`src/rv_pkg.sv`:
```
// --------------------------------------------------------------------------
// Shared widths, encodings and bundles of the RV64 single-cycle core.
// Import with a wildcard in the module header of each user.
// --------------------------------------------------------------------------
`default_nettype none

package rv_pkg;

  // --------------------------------------------------------------------------
  // Widths and constants
  // --------------------------------------------------------------------------
  localparam int unsigned XLEN     = 64;        // Integer register width.
  localparam int unsigned ILEN     = 32;        // Instruction word width.
  localparam int unsigned REG_ID_W = 5;         // Register index width.
  localparam int unsigned WMASK_W  = XLEN / 8;  // One mask bit per data byte.

  localparam logic [XLEN-1:0] RESET_PC   = 64'h0000_0000_8000_0000;  // First fetch.
  localparam logic [XLEN-1:0] INST_BYTES = 64'd4;  // Fixed 32-bit encoding, no RVC.

  // Minor opcode fields of the implemented subset.
  localparam logic [2:0]  F3_ADDI    = 3'b000;
  localparam logic [2:0]  F3_SD      = 3'b011;   // Doubleword store.
  localparam logic [2:0]  F3_PRIV    = 3'b000;   // ECALL/EBREAK group.
  localparam logic [11:0] F12_EBREAK = 12'h001;

  // --------------------------------------------------------------------------
  // Enums
  // --------------------------------------------------------------------------
  // Major opcodes, inst[6:0].
  typedef enum logic [6:0] {
    OP_IMM = 7'b0010011,
    AUIPC  = 7'b0010111,
    JAL    = 7'b1101111,
    STORE  = 7'b0100011,
    SYSTEM = 7'b1110011
  } opcode_e;

  // Core run state.
  typedef enum logic [1:0] {
    ST_RUN  = 2'd0,  // Retiring one instruction per cycle.
    ST_HALT = 2'd1,  // Stopped by EBREAK.
    ST_TRAP = 2'd2   // Stopped by an unknown encoding.
  } core_state_e;

  // --------------------------------------------------------------------------
  // Structs
  // --------------------------------------------------------------------------
  // Decoded instruction, from the decoder to regfile and execute.
  typedef struct packed {
    logic [REG_ID_W-1:0] rd;
    logic [REG_ID_W-1:0] rs1;
    logic [REG_ID_W-1:0] rs2;
    logic [XLEN-1:0]     imm;        // Already sign-extended.
    logic                need_imm;   // Second adder operand is imm, not rs2.
    logic                alu_add;    // Result comes from the adder.
    logic                is_auipc;   // First adder operand is pc.
    logic                is_jal;
    logic                is_ebreak;
    logic                reg_wen;
    logic                mem_wen;
    logic                not_impl;   // Outside the supported subset.
  } dec_t;

  // Store request towards memory.
  typedef struct packed {
    logic [XLEN-1:0]    addr;
    logic [XLEN-1:0]    data;
    logic [WMASK_W-1:0] wmask;       // Byte enables.
  } store_t;

endpackage : rv_pkg

`default_nettype wire

```
`src/rv_exec.sv`:
```
// --------------------------------------------------------------------------
// Execute stage. Adder, JAL link and target, next PC and store request.
// Purely combinational, fed by the decoder and the register file.
// --------------------------------------------------------------------------
`default_nettype none

module rv_exec
  import rv_pkg::*;
(
  input  wire logic [XLEN-1:0] pc,         // Address of the current instruction.
  input  wire dec_t            dec,        // Decoded instruction.
  input  wire logic [XLEN-1:0] rs1_val,
  input  wire logic [XLEN-1:0] rs2_val,
  output      logic [XLEN-1:0] rd_val,     // Write-back value.
  output      logic [XLEN-1:0] next_pc,    // PC for the following cycle.
  output      store_t          store_req   // Address, data and byte mask.
);

  // --------------------------------------------------------------------------
  // Main adder
  // --------------------------------------------------------------------------
  logic [XLEN-1:0] op_a;
  logic [XLEN-1:0] op_b;
  logic [XLEN-1:0] sum;
  logic [XLEN-1:0] alu_res;

  assign op_a    = dec.is_auipc ? pc : rs1_val;     // AUIPC adds to pc.
  assign op_b    = dec.need_imm ? dec.imm : rs2_val;
  assign sum     = op_a + op_b;                     // Wraps, no overflow trap.
  assign alu_res = {XLEN{dec.alu_add}} & sum;

  // --------------------------------------------------------------------------
  // Control flow
  // --------------------------------------------------------------------------
  logic [XLEN-1:0] link;
  logic [XLEN-1:0] target;

  assign link   = pc + INST_BYTES;   // Sequential PC, also the JAL link.
  assign target = pc + dec.imm;      // PC-relative jump target.

  assign next_pc = dec.is_jal ? target : link;

  // JAL writes the return address, others the adder result.
  assign rd_val = dec.is_jal ? link : alu_res;

  // --------------------------------------------------------------------------
  // Store request
  // --------------------------------------------------------------------------
  // SD only. Full doubleword, so all byte lanes enabled.
  always_comb begin
    store_req.addr  = alu_res;                     // rs1 + S-immediate.
    store_req.data  = rs2_val;
    store_req.wmask = {WMASK_W{dec.mem_wen}};      // 0xFF for a store, else 0.
  end

endmodule : rv_exec

`default_nettype wire

```
`config.mk`:
```
export PLATFORM = sky130hd
export DESIGN_NAME = rv_exec
export DESIGN_NICKNAME = d
export VERILOG_FILES = /design/src/rv_pkg.sv /design/src/rv_exec.sv
export SDC_FILE = /design/constraint.sdc
export NUM_CORES = 1
export LEC_CHECK = 0
export BUFFER_PORTS_ARGS = -buffer_cell sky130_fd_sc_hd__clkbuf_2
export CORE_AREA = 2 2 209 211
export DETAILED_ROUTE_END_ITERATION = 8
export DIE_AREA = 0 0 211 213
export PLACE_DENSITY = 0.63
export SYNTH_ARGS = -nofsm -noshare
export SYNTH_HDL_FRONTEND = slang
export SYNTH_SLANG_ARGS = --single-unit
```
`constraint.sdc`:
```
create_clock -name vclk -period 5.6
set_clock_uncertainty 0.05 [all_clocks]
set_input_delay 0.56 -clock vclk [all_inputs]
set_output_delay 0.56 -clock vclk [all_outputs]
set_load 0.1 [all_outputs]
```
==> flow_summary.ini <==
[run_status]
status = completed

[synthesis]
synth_cell_types = 91
seq_area_frac_synth_pct = 0
synth_top_area_share_pct = 12.8
yosysTopAreaCell = ha_1
netlist_top_cells_area = ha_1, mux2_2, a21oi_1
synth_most_common_cell = a21oi_1
yosysWarnings = 0
avgSynthCellArea_um2 = 6.87
synth_nets = 2212
syn_inst = 1804
netlist_area_mm2 = 0.0124
netlist_top_cells_count = a21oi_1, nor2_1, nand2_1, mux2_2, ha_1

[power]
leakage_nw = 7.70
powerDensity_mw_per_mm2 = 264
finalPower_mw = 4.36
peakVddDrop_v = 0.000222

[clock_network]
postCtsResizedCells = 0
hold_buffers = 0
post_cts_buffers = 0

[finish]
final_cells = 2736
final_layout_size_suffix_gt1_share_pct = 36.8
area_growth_pct = 33.2
regArea_um2 = 0
final_core_util_pct = 38.7
post-route-cell-area_mm2 = 0.0165
nets = 2599
n_sequential_cell = 0
nFillCells = 4504
clkbuf_count = 0

[placement]
gp_congestion = 0.996
port_buffers = 516
place_inst = 2735
post-dp-hpwl_um = 52200
placement.cell_area_mm2 = 0.0165

[hold_path]
hold_class = in2out

[drt]
antenna_left = 0
post-route-drc-count = 0
drt_wl_total_um = 60500
viasPerCell = 5.56
vias = 15207
wl_per_cell_um = 22.1
drt_iter0_drc = 1066
dr.pass1.iters = 6

[floorplan]
rows = 76
chipWidth_um = 211
die_height_um = 213
die-area_mm2 = 0.0449
pin_count = 543
core_mm2 = 0.0427
initial_core_util_pct = 29.0

[setup_path]
path_max_fanout = 20
required_ps = 4990
crit_type = in2out
crit_end = rd_val[60]
endpoint_kind = output pin
start_kind = input pin
crit_arrival_ps = 4940
startpoint = dec[5]

[timing]
worstMarginPinSlew_ps = 978
fin_crit_ps = 5550
slew_violations = 0
setup_viol_count_final = 0
fmax_mhz = 180
holdWs_ps = 1070
rsz0062_at_grt = false
maxSlewHeadroom_pct = 34.8
finalCritPeriodShare_pct = 99.1
hold_viol = 0

[run]
cap_violations = 0

[global_routing]
grt-ovfl-total = 0
track_usage_pct = 25.5
antenna_found_initial = 4
grt_max_degree = 75
grt_pass1_wl_um = 89200
grt_pass1_vias = 14785
metal layers:
layer	vias to the layer above	routed length, µm	GRT usage, %
li1	7312	-	-
met1	7036	26500	34.4
met2	760	28200	43.7
met3	95	3940	2.16
met4	4	1840	6.78
met5	-	26	0
layout make-up:
cell class	instances	area, µm²	area share (%)
inverters	32	123	0.742
repair buffers	560	4080	24.7
multi-input cells	1597	11600	70.4
well taps	546	683	4.14
diodes	1	2.50	0.0151
where the power goes:
group          switching (mW)  internal, mW     total, mW
combinational            3.16          1.20          4.36
sequential                  0             0             0
clock                       0  0.0000000241  0.0000000241
cell families (layout without fill, tap and decap cells):
kind of cell / count (synthesis) / in the layout / synth area share, %
adders and majority gates: 129 / 129 / 13.1
xor gates and xnor gates: 173 / 173 / 12.3
buffers and inverters: 207 / 592 / 8.60
other: 0 / 1 / 0
muxes: 151 / 151 / 13.6
and+or+nand+nor: 584 / 584 / 23.2
AOI/OAI and AO/OA: 560 / 560 / 29.2
worst max-delay path, stage by stage:
cell,delay (ps)
buf_2,320
buf_12,220
mux2_2,350
ha_1,330
nor2b_1,180
o31a_1,290
o31ai_1,380
buf_4,200
a2111oi_2,80
o21bai_1,420
o21ai_2,180
a211o_2,400
a41oi_1,350
xor2_1,350
o31ai_4,100
buf_12,200
worst min-delay path by stage:
stage               depth (start not counted)  startpoint  slack (ps)      endpoint
floorplan                                   1      dec[1]        1280  store_req[0]
global placement                            0      dec[1]        1070  store_req[7]
detailed placement                          0      dec[1]        1070  store_req[7]
CTS                                         0      dec[1]        1070  store_req[7]
global route                                0      dec[1]        1070  store_req[7]
finish                                      0      dec[1]        1070  store_req[7]
cell usage in the layout (no fill, tap or decap), drive strengths merged, types with 97 or more instances in the layout:
cell type	instances
ha	127
clkbuf	425
o21ai	106
nand2	161
a21oi	193
buf	135
nor2	174
mux2	141
a21o	97
xnor2	97
through the flow:
step / worst slack, ps / setup TNS (ps)
2_1_floorplan: -673 / -714
3_3_place_gp: 202 / 0
3_5_place_dp: 134 / 0
4_1_cts: 101 / 0
5_1_grt: 17.7 / 0
6_report: 48.3 / 0
Power figures use the tool's default switching activity.
