--- config.mk ---
export PLATFORM = sky130hd
export DESIGN_NAME = rv_decoder
export DESIGN_NICKNAME = d
export VERILOG_FILES = /design/src/rv_pkg.sv /design/src/rv_decoder.sv
export SDC_FILE = /design/constraint.sdc
export NUM_CORES = 1
export LEC_CHECK = 0
export ABC_AREA = 0
export BUFFER_PORTS_ARGS = -buffer_cell sky130_fd_sc_hd__buf_2
export CAP_MARGIN = 40
export CORE_ASPECT_RATIO = 2
export CORE_MARGIN = 1.5
export CORE_UTILIZATION = 33
export DETAILED_ROUTE_END_ITERATION = 7
export PLACE_DENSITY = 0.92
export SETUP_SLACK_MARGIN = 0.05
export SLEW_MARGIN = 20
export SYNTH_ARGS = -nofsm -noshare
export SYNTH_HDL_FRONTEND = slang
export SYNTH_SLANG_ARGS = --single-unit
--- constraint.sdc ---
create_clock -name vclk -period 2.96
set_input_delay 0.592 -clock vclk [all_inputs]
set_output_delay 0.592 -clock vclk [all_outputs]
set_load 0.01 [all_outputs]
--- src/rv_pkg.sv ---
// --------------------------------------------------------------------------
// Shared widths, encodings and bundles of the RV64 single-cycle core.
// Import with a wildcard in the module header of each user.
// --------------------------------------------------------------------------
`default_nettype none

package rv_pkg;

  // --------------------------------------------------------------------------
  // Widths and constants
  // --------------------------------------------------------------------------
  localparam int unsigned XLEN     = 64;        // Integer register width.
  localparam int unsigned ILEN     = 32;        // Instruction word width.
  localparam int unsigned REG_ID_W = 5;         // Register index width.
  localparam int unsigned WMASK_W  = XLEN / 8;  // One mask bit per data byte.

  localparam logic [XLEN-1:0] RESET_PC   = 64'h0000_0000_8000_0000;  // First fetch.
  localparam logic [XLEN-1:0] INST_BYTES = 64'd4;  // Fixed 32-bit encoding, no RVC.

  // Minor opcode fields of the implemented subset.
  localparam logic [2:0]  F3_ADDI    = 3'b000;
  localparam logic [2:0]  F3_SD      = 3'b011;   // Doubleword store.
  localparam logic [2:0]  F3_PRIV    = 3'b000;   // ECALL/EBREAK group.
  localparam logic [11:0] F12_EBREAK = 12'h001;

  // --------------------------------------------------------------------------
  // Enums
  // --------------------------------------------------------------------------
  // Major opcodes, inst[6:0].
  typedef enum logic [6:0] {
    OP_IMM = 7'b0010011,
    AUIPC  = 7'b0010111,
    JAL    = 7'b1101111,
    STORE  = 7'b0100011,
    SYSTEM = 7'b1110011
  } opcode_e;

  // Core run state.
  typedef enum logic [1:0] {
    ST_RUN  = 2'd0,  // Retiring one instruction per cycle.
    ST_HALT = 2'd1,  // Stopped by EBREAK.
    ST_TRAP = 2'd2   // Stopped by an unknown encoding.
  } core_state_e;

  // --------------------------------------------------------------------------
  // Structs
  // --------------------------------------------------------------------------
  // Decoded instruction, from the decoder to regfile and execute.
  typedef struct packed {
    logic [REG_ID_W-1:0] rd;
    logic [REG_ID_W-1:0] rs1;
    logic [REG_ID_W-1:0] rs2;
    logic [XLEN-1:0]     imm;        // Already sign-extended.
    logic                need_imm;   // Second adder operand is imm, not rs2.
    logic                alu_add;    // Result comes from the adder.
    logic                is_auipc;   // First adder operand is pc.
    logic                is_jal;
    logic                is_ebreak;
    logic                reg_wen;
    logic                mem_wen;
    logic                not_impl;   // Outside the supported subset.
  } dec_t;

  // Store request towards memory.
  typedef struct packed {
    logic [XLEN-1:0]    addr;
    logic [XLEN-1:0]    data;
    logic [WMASK_W-1:0] wmask;       // Byte enables.
  } store_t;

endpackage : rv_pkg

`default_nettype wire

--- src/rv_decoder.sv ---
// --------------------------------------------------------------------------
// Combinational instruction decoder for ADDI, AUIPC, JAL, SD and EBREAK.
// Any other encoding raises not_impl.
// --------------------------------------------------------------------------
`default_nettype none

module rv_decoder
  import rv_pkg::*;
(
  input  wire logic [ILEN-1:0] inst,  // Raw instruction word.
  output dec_t                 dec    // Decoded fields and controls.
);

  // --------------------------------------------------------------------------
  // Field extraction
  // --------------------------------------------------------------------------
  logic [6:0]  opcode;
  logic [2:0]  funct3;
  logic [11:0] funct12;

  assign opcode  = inst[6:0];
  assign funct3  = inst[14:12];
  assign funct12 = inst[31:20];   // Only meaningful for SYSTEM.

  // Major opcode matches.
  logic op_imm;
  logic op_auipc;
  logic op_jal;
  logic op_store;
  logic op_system;

  assign op_imm    = (opcode == OP_IMM);
  assign op_auipc  = (opcode == AUIPC);
  assign op_jal    = (opcode == JAL);
  assign op_store  = (opcode == STORE);
  assign op_system = (opcode == SYSTEM);

  // --------------------------------------------------------------------------
  // Instruction match
  // --------------------------------------------------------------------------
  logic addi;
  logic auipc;
  logic jal;
  logic sd;
  logic ebreak;

  assign addi   = op_imm & (funct3 == F3_ADDI);
  assign auipc  = op_auipc;                          // U-type has no minor field.
  assign jal    = op_jal;
  assign sd     = op_store & (funct3 == F3_SD);
  assign ebreak = op_system & (funct3 == F3_PRIV) & (funct12 == F12_EBREAK);

  // --------------------------------------------------------------------------
  // Immediate generation
  // --------------------------------------------------------------------------
  logic [XLEN-1:0] imm_i;
  logic [XLEN-1:0] imm_u;
  logic [XLEN-1:0] imm_j;
  logic [XLEN-1:0] imm_s;

  // Sign bit is always inst[31].
  assign imm_i = {{(XLEN-12){inst[31]}}, inst[31:20]};
  assign imm_u = {{(XLEN-32){inst[31]}}, inst[31:12], 12'b0};
  assign imm_j = {{(XLEN-21){inst[31]}}, inst[31], inst[19:12], inst[20],
                  inst[30:21], 1'b0};                // Halfword aligned offset.
  assign imm_s = {{(XLEN-12){inst[31]}}, inst[31:25], inst[11:7]};

  // One-hot AND-OR select, zero when nothing matches.
  logic [XLEN-1:0] imm;

  assign imm = ({XLEN{addi}}  & imm_i) |
               ({XLEN{auipc}} & imm_u) |
               ({XLEN{jal}}   & imm_j) |
               ({XLEN{sd}}    & imm_s);

  // --------------------------------------------------------------------------
  // Output bundle
  // --------------------------------------------------------------------------
  always_comb begin
    dec.rd        = inst[11:7];
    dec.rs1       = inst[19:15];
    dec.rs2       = inst[24:20];    // Store data source for SD.
    dec.imm       = imm;

    // Adder controls.
    dec.need_imm  = addi | auipc | sd;
    dec.alu_add   = addi | auipc | sd;
    dec.is_auipc  = auipc;
    dec.is_jal    = jal;
    dec.is_ebreak = ebreak;

    // Side effects. SD and EBREAK write no register.
    dec.reg_wen   = addi | auipc | jal;
    dec.mem_wen   = sd;

    // Everything outside the five instructions stops the core.
    dec.not_impl  = ~(addi | auipc | jal | sd | ebreak);
  end

endmodule : rv_decoder

`default_nettype wire

==> reports/metrics.cfg <==
[status]
outcome=completed

[floorplanning]
core_region_area_mm2=0.00257
dieHeight_um=76.8
die_w_um=39.9
initial_core_util=0.350
die_area_mm2=0.00306
io_pins=119
rows=26

[sta]
relSlewSlack=0.684
fin_crit_ns=2.62
hold_violations=0
hold-worst-slack_ns=1.38
final.period_utilization=0.884
slew_violations=0
worstMarginPinSlew_ns=0.474
max_freq_mhz=382
setup_viol=0
rsz0062_at_grt=false
tns_ns=0

[global_routing]
first_global_vias=816
antenna_found_initial=0
grtUsageTotal=0.159
grt_pass1_wl_um=3790
grt_max_degree=34
overflow=0

[power]
ir_drop_mv=0.0349
p_per_area_mw_per_mm2=64.9
p_leak_uw=0.000944

[yosys]
avgSynthCellArea_um2=7.49
syn_area_um2=898
synth_cell_types=29
synth_fp_nets=152
synth_cells=120
yosysSeqAreaShare=0
yosys_warnings=0

[clocking]
cts_setup_buffers=0
hold_buffers=0
cts_resized=0

[final_layout]
n_clock_buffer=0
final-seq-area_um2=0
insertedDiodeCount=0
nNetsFinal=218
n_sequential_cell=0
area_growth_pct=23.7
layout-drive-gt1-share=0.745

[placed_design]
port_buffers=119
place_congestion=0.671
hpwl_um=2260

[drt]
vias_per_cell=4.79
routedWlPerCell_um=12.3
drtAntennaViolNets=0
vias=1016
drt_pass1_iterations=4
drt_wl_total_um=2620
drt_iter0_drc=15
drc=0

[hold_path]
min_path_cells=2
min_path_type=in2out
min_from=inst[15]

[flow_run]
max-cap-violations=0

[setup_path]
worstPathArrival_ns=2.03
critPathLaunchType=primary input
crit_required_ns=2.37
cp_max_fo=33
end_kind=output pin
critPathKind=in2out
crit_start=inst[5]

[critical path, cell delays in order]
cell	delay, ns
buf_2	0.13
nor4b_1	0.35
o21ba_2	0.34
or3_4	0.17
and2_4	0.26
buf_2	0.17
[cell usage after synthesis]
master     n  area (um^2)
and4bb_2   1         12.5
or2b_2     1         8.76
and3_4     1         11.3
nand2_1    1         3.75
nand3_1    1         5.00
nor2_1     4         15.0
a21o_1    20          150
nor3b_1    1         7.51
o21ba_2    1         10.0
and4b_1    1         10.0
buf_2      1         5.00
or2_2      2         12.5
buf_4     53          398
nor2b_1    1         6.26
nor3_1     2         10.0
or3_2      1         7.51
and2_4     1         8.76
nor2_2     1         6.26
or3_4      1         11.3
inv_1      2         7.51
buf_6      2         22.5
a21oi_2    1         8.76
a22o_2     5         50.1
and2_1     6         37.5
nor4b_1    4         35.0
o211ai_1   1         7.51
nand4_1    2         12.5
and4b_2    1         11.3
and3_1     1         6.26
[metrics by stage]
stage | power [uW] | utilization | setup WS (ns) | std cells | area, um^2
global placement | 70.5 | 0.432 | 0.369 | 212 | 1110
global route | 78.9 | 0.432 | 0.183 | 212 | 1110
detailed placement | 72.3 | 0.432 | 0.314 | 212 | 1110
finish | 72.1 | 0.432 | 0.343 | 212 | 1110
floorplan | 42.0 | - | 0.464 | 120 | 898
CTS | 72.4 | 0.432 | 0.313 | 212 | 1110
[layer usage]
metal	share of wire	GRT usage
met5	0	0
met4	0	0
met3	0.084	0.00289
met2	0.57	0.321
met1	0.34	0.171
[logic make-up after synthesis]
logic type      Yosys count  share of synthesized area
compound gates           28                      0.252
buf+inv                  58                      0.482
simple gates             34                      0.266
[path summary, 6_finish.rpt]
kind,end,slack (ns)
worst max-delay path,dec[45],0.34
worst min-delay path,dec[77],1.38
[power by group]
part,total [uW],internal (uW),leakage (uW),switching (uW)
combinational,72.1,33.7,0.000944,38.3
clock,0,0,0,0
sequential,0,0,0,0
[layout make-up]
cell class	instances	area (um^2)
fillers	269	1460
well taps	28	35.0
inverters	2	7.51
multi-input cells	62	465
repair buffers	120	603
[layout by cell type (no fill, tap or decap), drive strengths merged]
master,n
a21o,20
a21oi,1
a22o,5
and2,7
and3,2
and4b,2
and4bb,1
buf,120
inv,2
nand2,1
nand3,1
nand4,2
nor2,5
nor2b,1
nor3,2
nor3b,1
nor4b,4
o211ai,1
o21ba,1
or2,2
or2b,1
or3,2
(Power assumes the default switching activity.)
