## config.mk

```make
export PLATFORM = sky130hd
export DESIGN_NAME = rv_regfile
export DESIGN_NICKNAME = d
export VERILOG_FILES = /design/src/rv_pkg.sv /design/src/rv_regfile.sv
export SDC_FILE = /design/constraint.sdc
export NUM_CORES = 2
export LEC_CHECK = 0
export ABC_CLOCK_PERIOD_IN_PS = 1950
export BUFFER_PORTS_ARGS = -buffer_cell sky130_fd_sc_hd__buf_2
export CAP_MARGIN = 20
export CELL_PAD_IN_SITES_DETAIL_PLACEMENT = 1
export CELL_PAD_IN_SITES_GLOBAL_PLACEMENT = 1
export CORE_UTILIZATION = 50
export CTS_CLUSTER_SIZE = 20
export DETAILED_ROUTE_END_ITERATION = 10
export PLACE_DENSITY_LB_ADDON = 0.12
export REMOVE_ABC_BUFFERS = 1
export SLEW_MARGIN = 20
export SYNTH_ARGS = -nofsm -noshare
export SYNTH_HDL_FRONTEND = slang
export SYNTH_SLANG_ARGS = --single-unit
```

## constraint.sdc

```tcl
create_clock -name clk -period 1.95 [get_ports clk]
set_input_delay 0 -clock clk [delete_from_list [all_inputs] [get_ports clk]]
set_output_delay 0 -clock clk [all_outputs]
set_load 0.05 [all_outputs]
```

## src/rv_pkg.sv

```systemverilog
// --------------------------------------------------------------------------
// Shared widths, encodings and bundles of the RV64 single-cycle core.
// Import with a wildcard in the module header of each user.
// --------------------------------------------------------------------------
`default_nettype none

package rv_pkg;

  // --------------------------------------------------------------------------
  // Widths and constants
  // --------------------------------------------------------------------------
  localparam int unsigned XLEN     = 64;        // Integer register width.
  localparam int unsigned ILEN     = 32;        // Instruction word width.
  localparam int unsigned REG_ID_W = 5;         // Register index width.
  localparam int unsigned WMASK_W  = XLEN / 8;  // One mask bit per data byte.

  localparam logic [XLEN-1:0] RESET_PC   = 64'h0000_0000_8000_0000;  // First fetch.
  localparam logic [XLEN-1:0] INST_BYTES = 64'd4;  // Fixed 32-bit encoding, no RVC.

  // Minor opcode fields of the implemented subset.
  localparam logic [2:0]  F3_ADDI    = 3'b000;
  localparam logic [2:0]  F3_SD      = 3'b011;   // Doubleword store.
  localparam logic [2:0]  F3_PRIV    = 3'b000;   // ECALL/EBREAK group.
  localparam logic [11:0] F12_EBREAK = 12'h001;

  // --------------------------------------------------------------------------
  // Enums
  // --------------------------------------------------------------------------
  // Major opcodes, inst[6:0].
  typedef enum logic [6:0] {
    OP_IMM = 7'b0010011,
    AUIPC  = 7'b0010111,
    JAL    = 7'b1101111,
    STORE  = 7'b0100011,
    SYSTEM = 7'b1110011
  } opcode_e;

  // Core run state.
  typedef enum logic [1:0] {
    ST_RUN  = 2'd0,  // Retiring one instruction per cycle.
    ST_HALT = 2'd1,  // Stopped by EBREAK.
    ST_TRAP = 2'd2   // Stopped by an unknown encoding.
  } core_state_e;

  // --------------------------------------------------------------------------
  // Structs
  // --------------------------------------------------------------------------
  // Decoded instruction, from the decoder to regfile and execute.
  typedef struct packed {
    logic [REG_ID_W-1:0] rd;
    logic [REG_ID_W-1:0] rs1;
    logic [REG_ID_W-1:0] rs2;
    logic [XLEN-1:0]     imm;        // Already sign-extended.
    logic                need_imm;   // Second adder operand is imm, not rs2.
    logic                alu_add;    // Result comes from the adder.
    logic                is_auipc;   // First adder operand is pc.
    logic                is_jal;
    logic                is_ebreak;
    logic                reg_wen;
    logic                mem_wen;
    logic                not_impl;   // Outside the supported subset.
  } dec_t;

  // Store request towards memory.
  typedef struct packed {
    logic [XLEN-1:0]    addr;
    logic [XLEN-1:0]    data;
    logic [WMASK_W-1:0] wmask;       // Byte enables.
  } store_t;

endpackage : rv_pkg

`default_nettype wire

```

## src/rv_regfile.sv

```systemverilog
// --------------------------------------------------------------------------
// Integer register file, 31 x 64 writable plus a constant zero x0.
// Two asynchronous read ports and one clocked write port.
// --------------------------------------------------------------------------
`default_nettype none

module rv_regfile
  import rv_pkg::*;
(
  input  wire logic                clk,
  input  wire logic                rst_n,
  input  wire logic [REG_ID_W-1:0] rs1,      // Read index A.
  input  wire logic [REG_ID_W-1:0] rs2,      // Read index B.
  input  wire logic                wen,      // Write strobe, already gated.
  input  wire logic [REG_ID_W-1:0] rd,       // Write index.
  input  wire logic [XLEN-1:0]     rd_val,   // Write data.
  output      logic [XLEN-1:0]     rs1_val,
  output      logic [XLEN-1:0]     rs2_val
);

  // x0 has no storage.
  logic [XLEN-1:0] regs [1:(1<<REG_ID_W)-1];

  // Write port. Index 0 is dropped here.
  always_ff @(posedge clk or negedge rst_n) begin
    if (!rst_n) begin
      for (int i = 1; i < (1 << REG_ID_W); i++) begin
        regs[i] <= '0;               // Architectural state starts at zero.
      end
    end else if (wen && (rd != '0)) begin
      regs[rd] <= rd_val;
    end
  end

  // Read ports. New value shows up the cycle after the write edge.
  assign rs1_val = (rs1 == '0) ? '0 : regs[rs1];
  assign rs2_val = (rs2 == '0) ? '0 : regs[rs2];

endmodule : rv_regfile

`default_nettype wire

```

==> parameters.txt <==
Parameter                              Value

Cells and area
  Largest registers ranked by flip-flop count ... regs x1984
  Flip-flop count of the largest register after layout ... 1984
  Largest Register ... regs
  Fraction of final layout cells sized beyond drive strength 1 ... 0.563
  # nets final ... 8118
  Area overhead of the layout relative to synthesis ... 20.7%
  Final Instance Count excl. Fillers ... 11.0k

Clocking
  Number of clock buffers inserted by TritonCTS ... 218
  CTS tree ... done
  Clock root buffer ... sky130_fd_sc_hd__clkbuf_16
  Buffer levels on the longest clock path ... 3
  Count of H-tree levels built during CTS ... 4
  Clk_lat worst skew ... 890 ps
  Total number of clock tree sinks ... 1984
  Clock-pin slew on the worst setup and hold paths ... 60 ps

Timing
  Final hold violation count ... 0
  Final clock period utilization by the worst path ... 1.51
  Tightest Pin Transition ... 758 ps
  Post-route worst setup slack ... -996 ps
  Final setup skew ... 0 ps
  Max Slew Vio Count ... 0
  RSZ-0062 raised after global routing ... true
  Number of setup violations in the final report ... 128
  Slew headroom ... 0.494
  Upper clock frequency limit ... 339 MHz
  Final period demand of the worst path ... 2950 ps

Routing
  Antenna Violating Nets Remaining ... 0
  First-pass iteration count of the detailed router ... 9
  Via count normalized by instance count ... 6.66
  Initial drt markers ... 6224
  Total wirelength of the detailed-routed design ... 377000 µm
  Routed len/inst ... 34.1 µm
  Overall via count from detail_route ... 73.6k
  Number of design rule violations left after detail routing ... 58

Global routing
  Maximum number of pins on one net before global-route repair ... 110
  Aggregate global-route resource usage ... 0.353
  Remaining Overflow, GRT ... 0
  Vias in the first global route ... 79.4k
  Initial antenna violation count ... 14
  First-pass GRT wire length ... 562000 µm

Yosys
  Count of mapped cells out of synthesis ... 7449
  Area contributors post-synth ... sky130_fd_sc_hd__dfrtp_1, sky130_fd_sc_hd__mux2_2, sky130_fd_sc_hd__mux4_2
  Count leader, synth ... sky130_fd_sc_hd__mux2_2
  Cell area after synthesis ... 107000 µm²
  YS warnings ... 0
  Portion of synthesized cell area occupied by the leading cell type ... 0.465
  Post-synthesis area per instance ... 14.3 µm²
  Commonest register cell after synthesis ... sky130_fd_sc_hd__dfrtp_1
  Async set-or-reset flop fraction in the synthesized netlist ... 1.00
  Share of synthesized area occupied by flip-flops and latches ... 0.465
  Most area-hungry cell type in the Yosys netlist ... sky130_fd_sc_hd__dfrtp_1
  Leading cell types by count after synthesis ... sky130_fd_sc_hd__mux2_2, sky130_fd_sc_hd__dfrtp_1, sky130_fd_sc_hd__mux4_2, sky130_fd_sc_hd__mux2i_1, sky130_fd_sc_hd__clkbuf_1
  Number of enable flip-flop cells after synthesis ... 0
  Synthesis-stage register bit count ... 1984
  Number of unique standard cell types used by synthesis ... 44

Setup path
  Critical path peak fanout ... 2
  Worst Path Required ... 1950 ps
  Kind of start point of the critical path ... flip-flop
  Critical path class ... reg -> out
  Crit path arrival time ... 2950 ps
  Worst setup EP type ... output pin

Worst hold path
  Type of the tightest min-delay check ... in -> reg

Placed design
  Dpl ws ... -450 ps
  Number of port buffers ... 209
  Cell Count Post-Placement ... 10.4k
  HPWL reported at the end of detailed placement ... 238000 µm
  Placer congestion estimate ... 0.847

Floorplan
  I/O Pins ... 210
  Die extent in x ... 464 µm
  Die Area ... 215000 µm²
  Effective utilization at floorplan ... 0.503
  Vertical die dimension ... 464 µm
  Area of the core ... 212000 µm²
  Placement row count ... 169

Run status
  Result of the run ... finished, violations left
  Failing checks ... DRC, setup timing

Power
  Pwr per Cell Area ... 1020 nW/µm²
  Peak supply drop ... 0.00108 V
  LEAKAGE ... 56.9 nW
  Overall power consumption ... 131 mW

Flow run
  Maximum capacitance violations ... 0
==> cell usage in the layout, fill, tap and decap left out, types with 9 or more instances in the layout <==
cell type                          n
sky130_fd_sc_hd__buf_2            74
sky130_fd_sc_hd__mux4_2          748
sky130_fd_sc_hd__dlygate4sd3_1    73
sky130_fd_sc_hd__a21oi_2          18
sky130_fd_sc_hd__o211ai_1         79
sky130_fd_sc_hd__nor2b_2          21
sky130_fd_sc_hd__or3_4            15
sky130_fd_sc_hd__mux2_2         2134
sky130_fd_sc_hd__buf_6            72
sky130_fd_sc_hd__nor2_1           83
sky130_fd_sc_hd__o21ai_0          36
sky130_fd_sc_hd__o221ai_2         12
sky130_fd_sc_hd__a221oi_1        102
sky130_fd_sc_hd__nand3_1          17
sky130_fd_sc_hd__buf_12          322
sky130_fd_sc_hd__dfrtp_1        1984
sky130_fd_sc_hd__nand2_4          14
sky130_fd_sc_hd__a31oi_1          55
sky130_fd_sc_hd__bufinv_16        18
sky130_fd_sc_hd__clkbuf_16       219
sky130_fd_sc_hd__clkinv_2         42
sky130_fd_sc_hd__mux2_4           50
sky130_fd_sc_hd__nor2_4           14
sky130_fd_sc_hd__clkbuf_1         44
sky130_fd_sc_hd__a21oi_1         100
sky130_fd_sc_hd__buf_8            20
sky130_fd_sc_hd__nor3_1           75
sky130_fd_sc_hd__a22oi_1          75
sky130_fd_sc_hd__o21ai_2          31
sky130_fd_sc_hd__o21ai_1          34
sky130_fd_sc_hd__a31oi_2          11
sky130_fd_sc_hd__nor2b_1          94
sky130_fd_sc_hd__mux2i_1         449
sky130_fd_sc_hd__o32a_1           18
sky130_fd_sc_hd__clkbuf_8         63
sky130_fd_sc_hd__a21o_1            9
sky130_fd_sc_hd__buf_4           608
sky130_fd_sc_hd__nand2_1         232
sky130_fd_sc_hd__a221oi_2         18
sky130_fd_sc_hd__nor3_2           13
==> power breakdown <==
part	internal, mW	leakage [nW]	switching (mW)
Clock	25.4	3.72	18.0
Sequential	49.3	25.4	6.45
Combinational	18.0	27.8	13.6
==> metrics by stage <==
step | utilization | TNS, ps | hold WS [ps] | instance area [µm²]
final | 0.607 | -78610 | 289 | 129000
after detailed placement | 0.556 | -41940 | 16.5 | 118000
after floorplan | - | -1683770 | -296 | 103000
after CTS | 0.604 | -84710 | 222 | 128000
after global placement | 0.556 | -37550 | 21.5 | 118000
after global routing | 0.607 | -87970 | 300 | 129000
==> layout make-up <==
cell class	instances	area [µm²]
fillers	19301	83300
multi-input cells	4662	54900
flip-flops and latches	1984	49600
repair buffers	1169	13200
clock buffers	326	6510
well taps	2821	3530
clock inverters	78	981
diodes	4	10.0
inverters	1	6.26
==> final timing paths <==
kind | from | to | cells after the start | slack (ps)
max | regs[1314] | rs1_val[34] | 9 | -1000
min | rd_val[25] | regs[1369] | 3 | 290
max reg2reg | regs[650] | regs[650] | 3 | 910
min reg2reg | regs[843] | regs[843] | 1 | 530
max in group asynchronous | rst_n | regs[132] | 5 | 140
min in group asynchronous | rst_n | regs[1441] | 4 | 760
==> metal layers <==
layer / GRT usage / wire length (µm) / up-vias
met5: 0 / 44 / -
met3: 0.0493 / 21200 / 808
met4: 0.139 / 16900 / 6
met2: 0.561 / 179000 / 2670
met1: 0.491 / 159000 / 40429
li1: - / - / 29672
==> cells by family after synthesis <==
kind of cell / share of synthesized area
simple gates: 0.0269
mux: 0.432
buf+inv: 0.0337
flops: 0.465
compound gates: 0.0421
==> critical path, cell delays in order (launching register included) <==
cell,delay (ps)
sky130_fd_sc_hd__dfrtp_1,430
sky130_fd_sc_hd__buf_6,140
sky130_fd_sc_hd__mux4_2,450
sky130_fd_sc_hd__nor2_2,120
sky130_fd_sc_hd__a21oi_2,50
sky130_fd_sc_hd__a311oi_2,330
sky130_fd_sc_hd__buf_4,190
sky130_fd_sc_hd__a31oi_2,40
sky130_fd_sc_hd__buf_6,170
sky130_fd_sc_hd__buf_12,140
==> what timing repair did <==
action / in CTS / in global routing
endpoints found under the hold margin: 3968 / 0
setup buffers: 103 / 36
pin swaps: 111 / 64
hold buffers: 73 / 0
setup endpoints to repair: 128 / 145
gates resized for setup: 415 / 90
(Power assumes the default switching activity.)
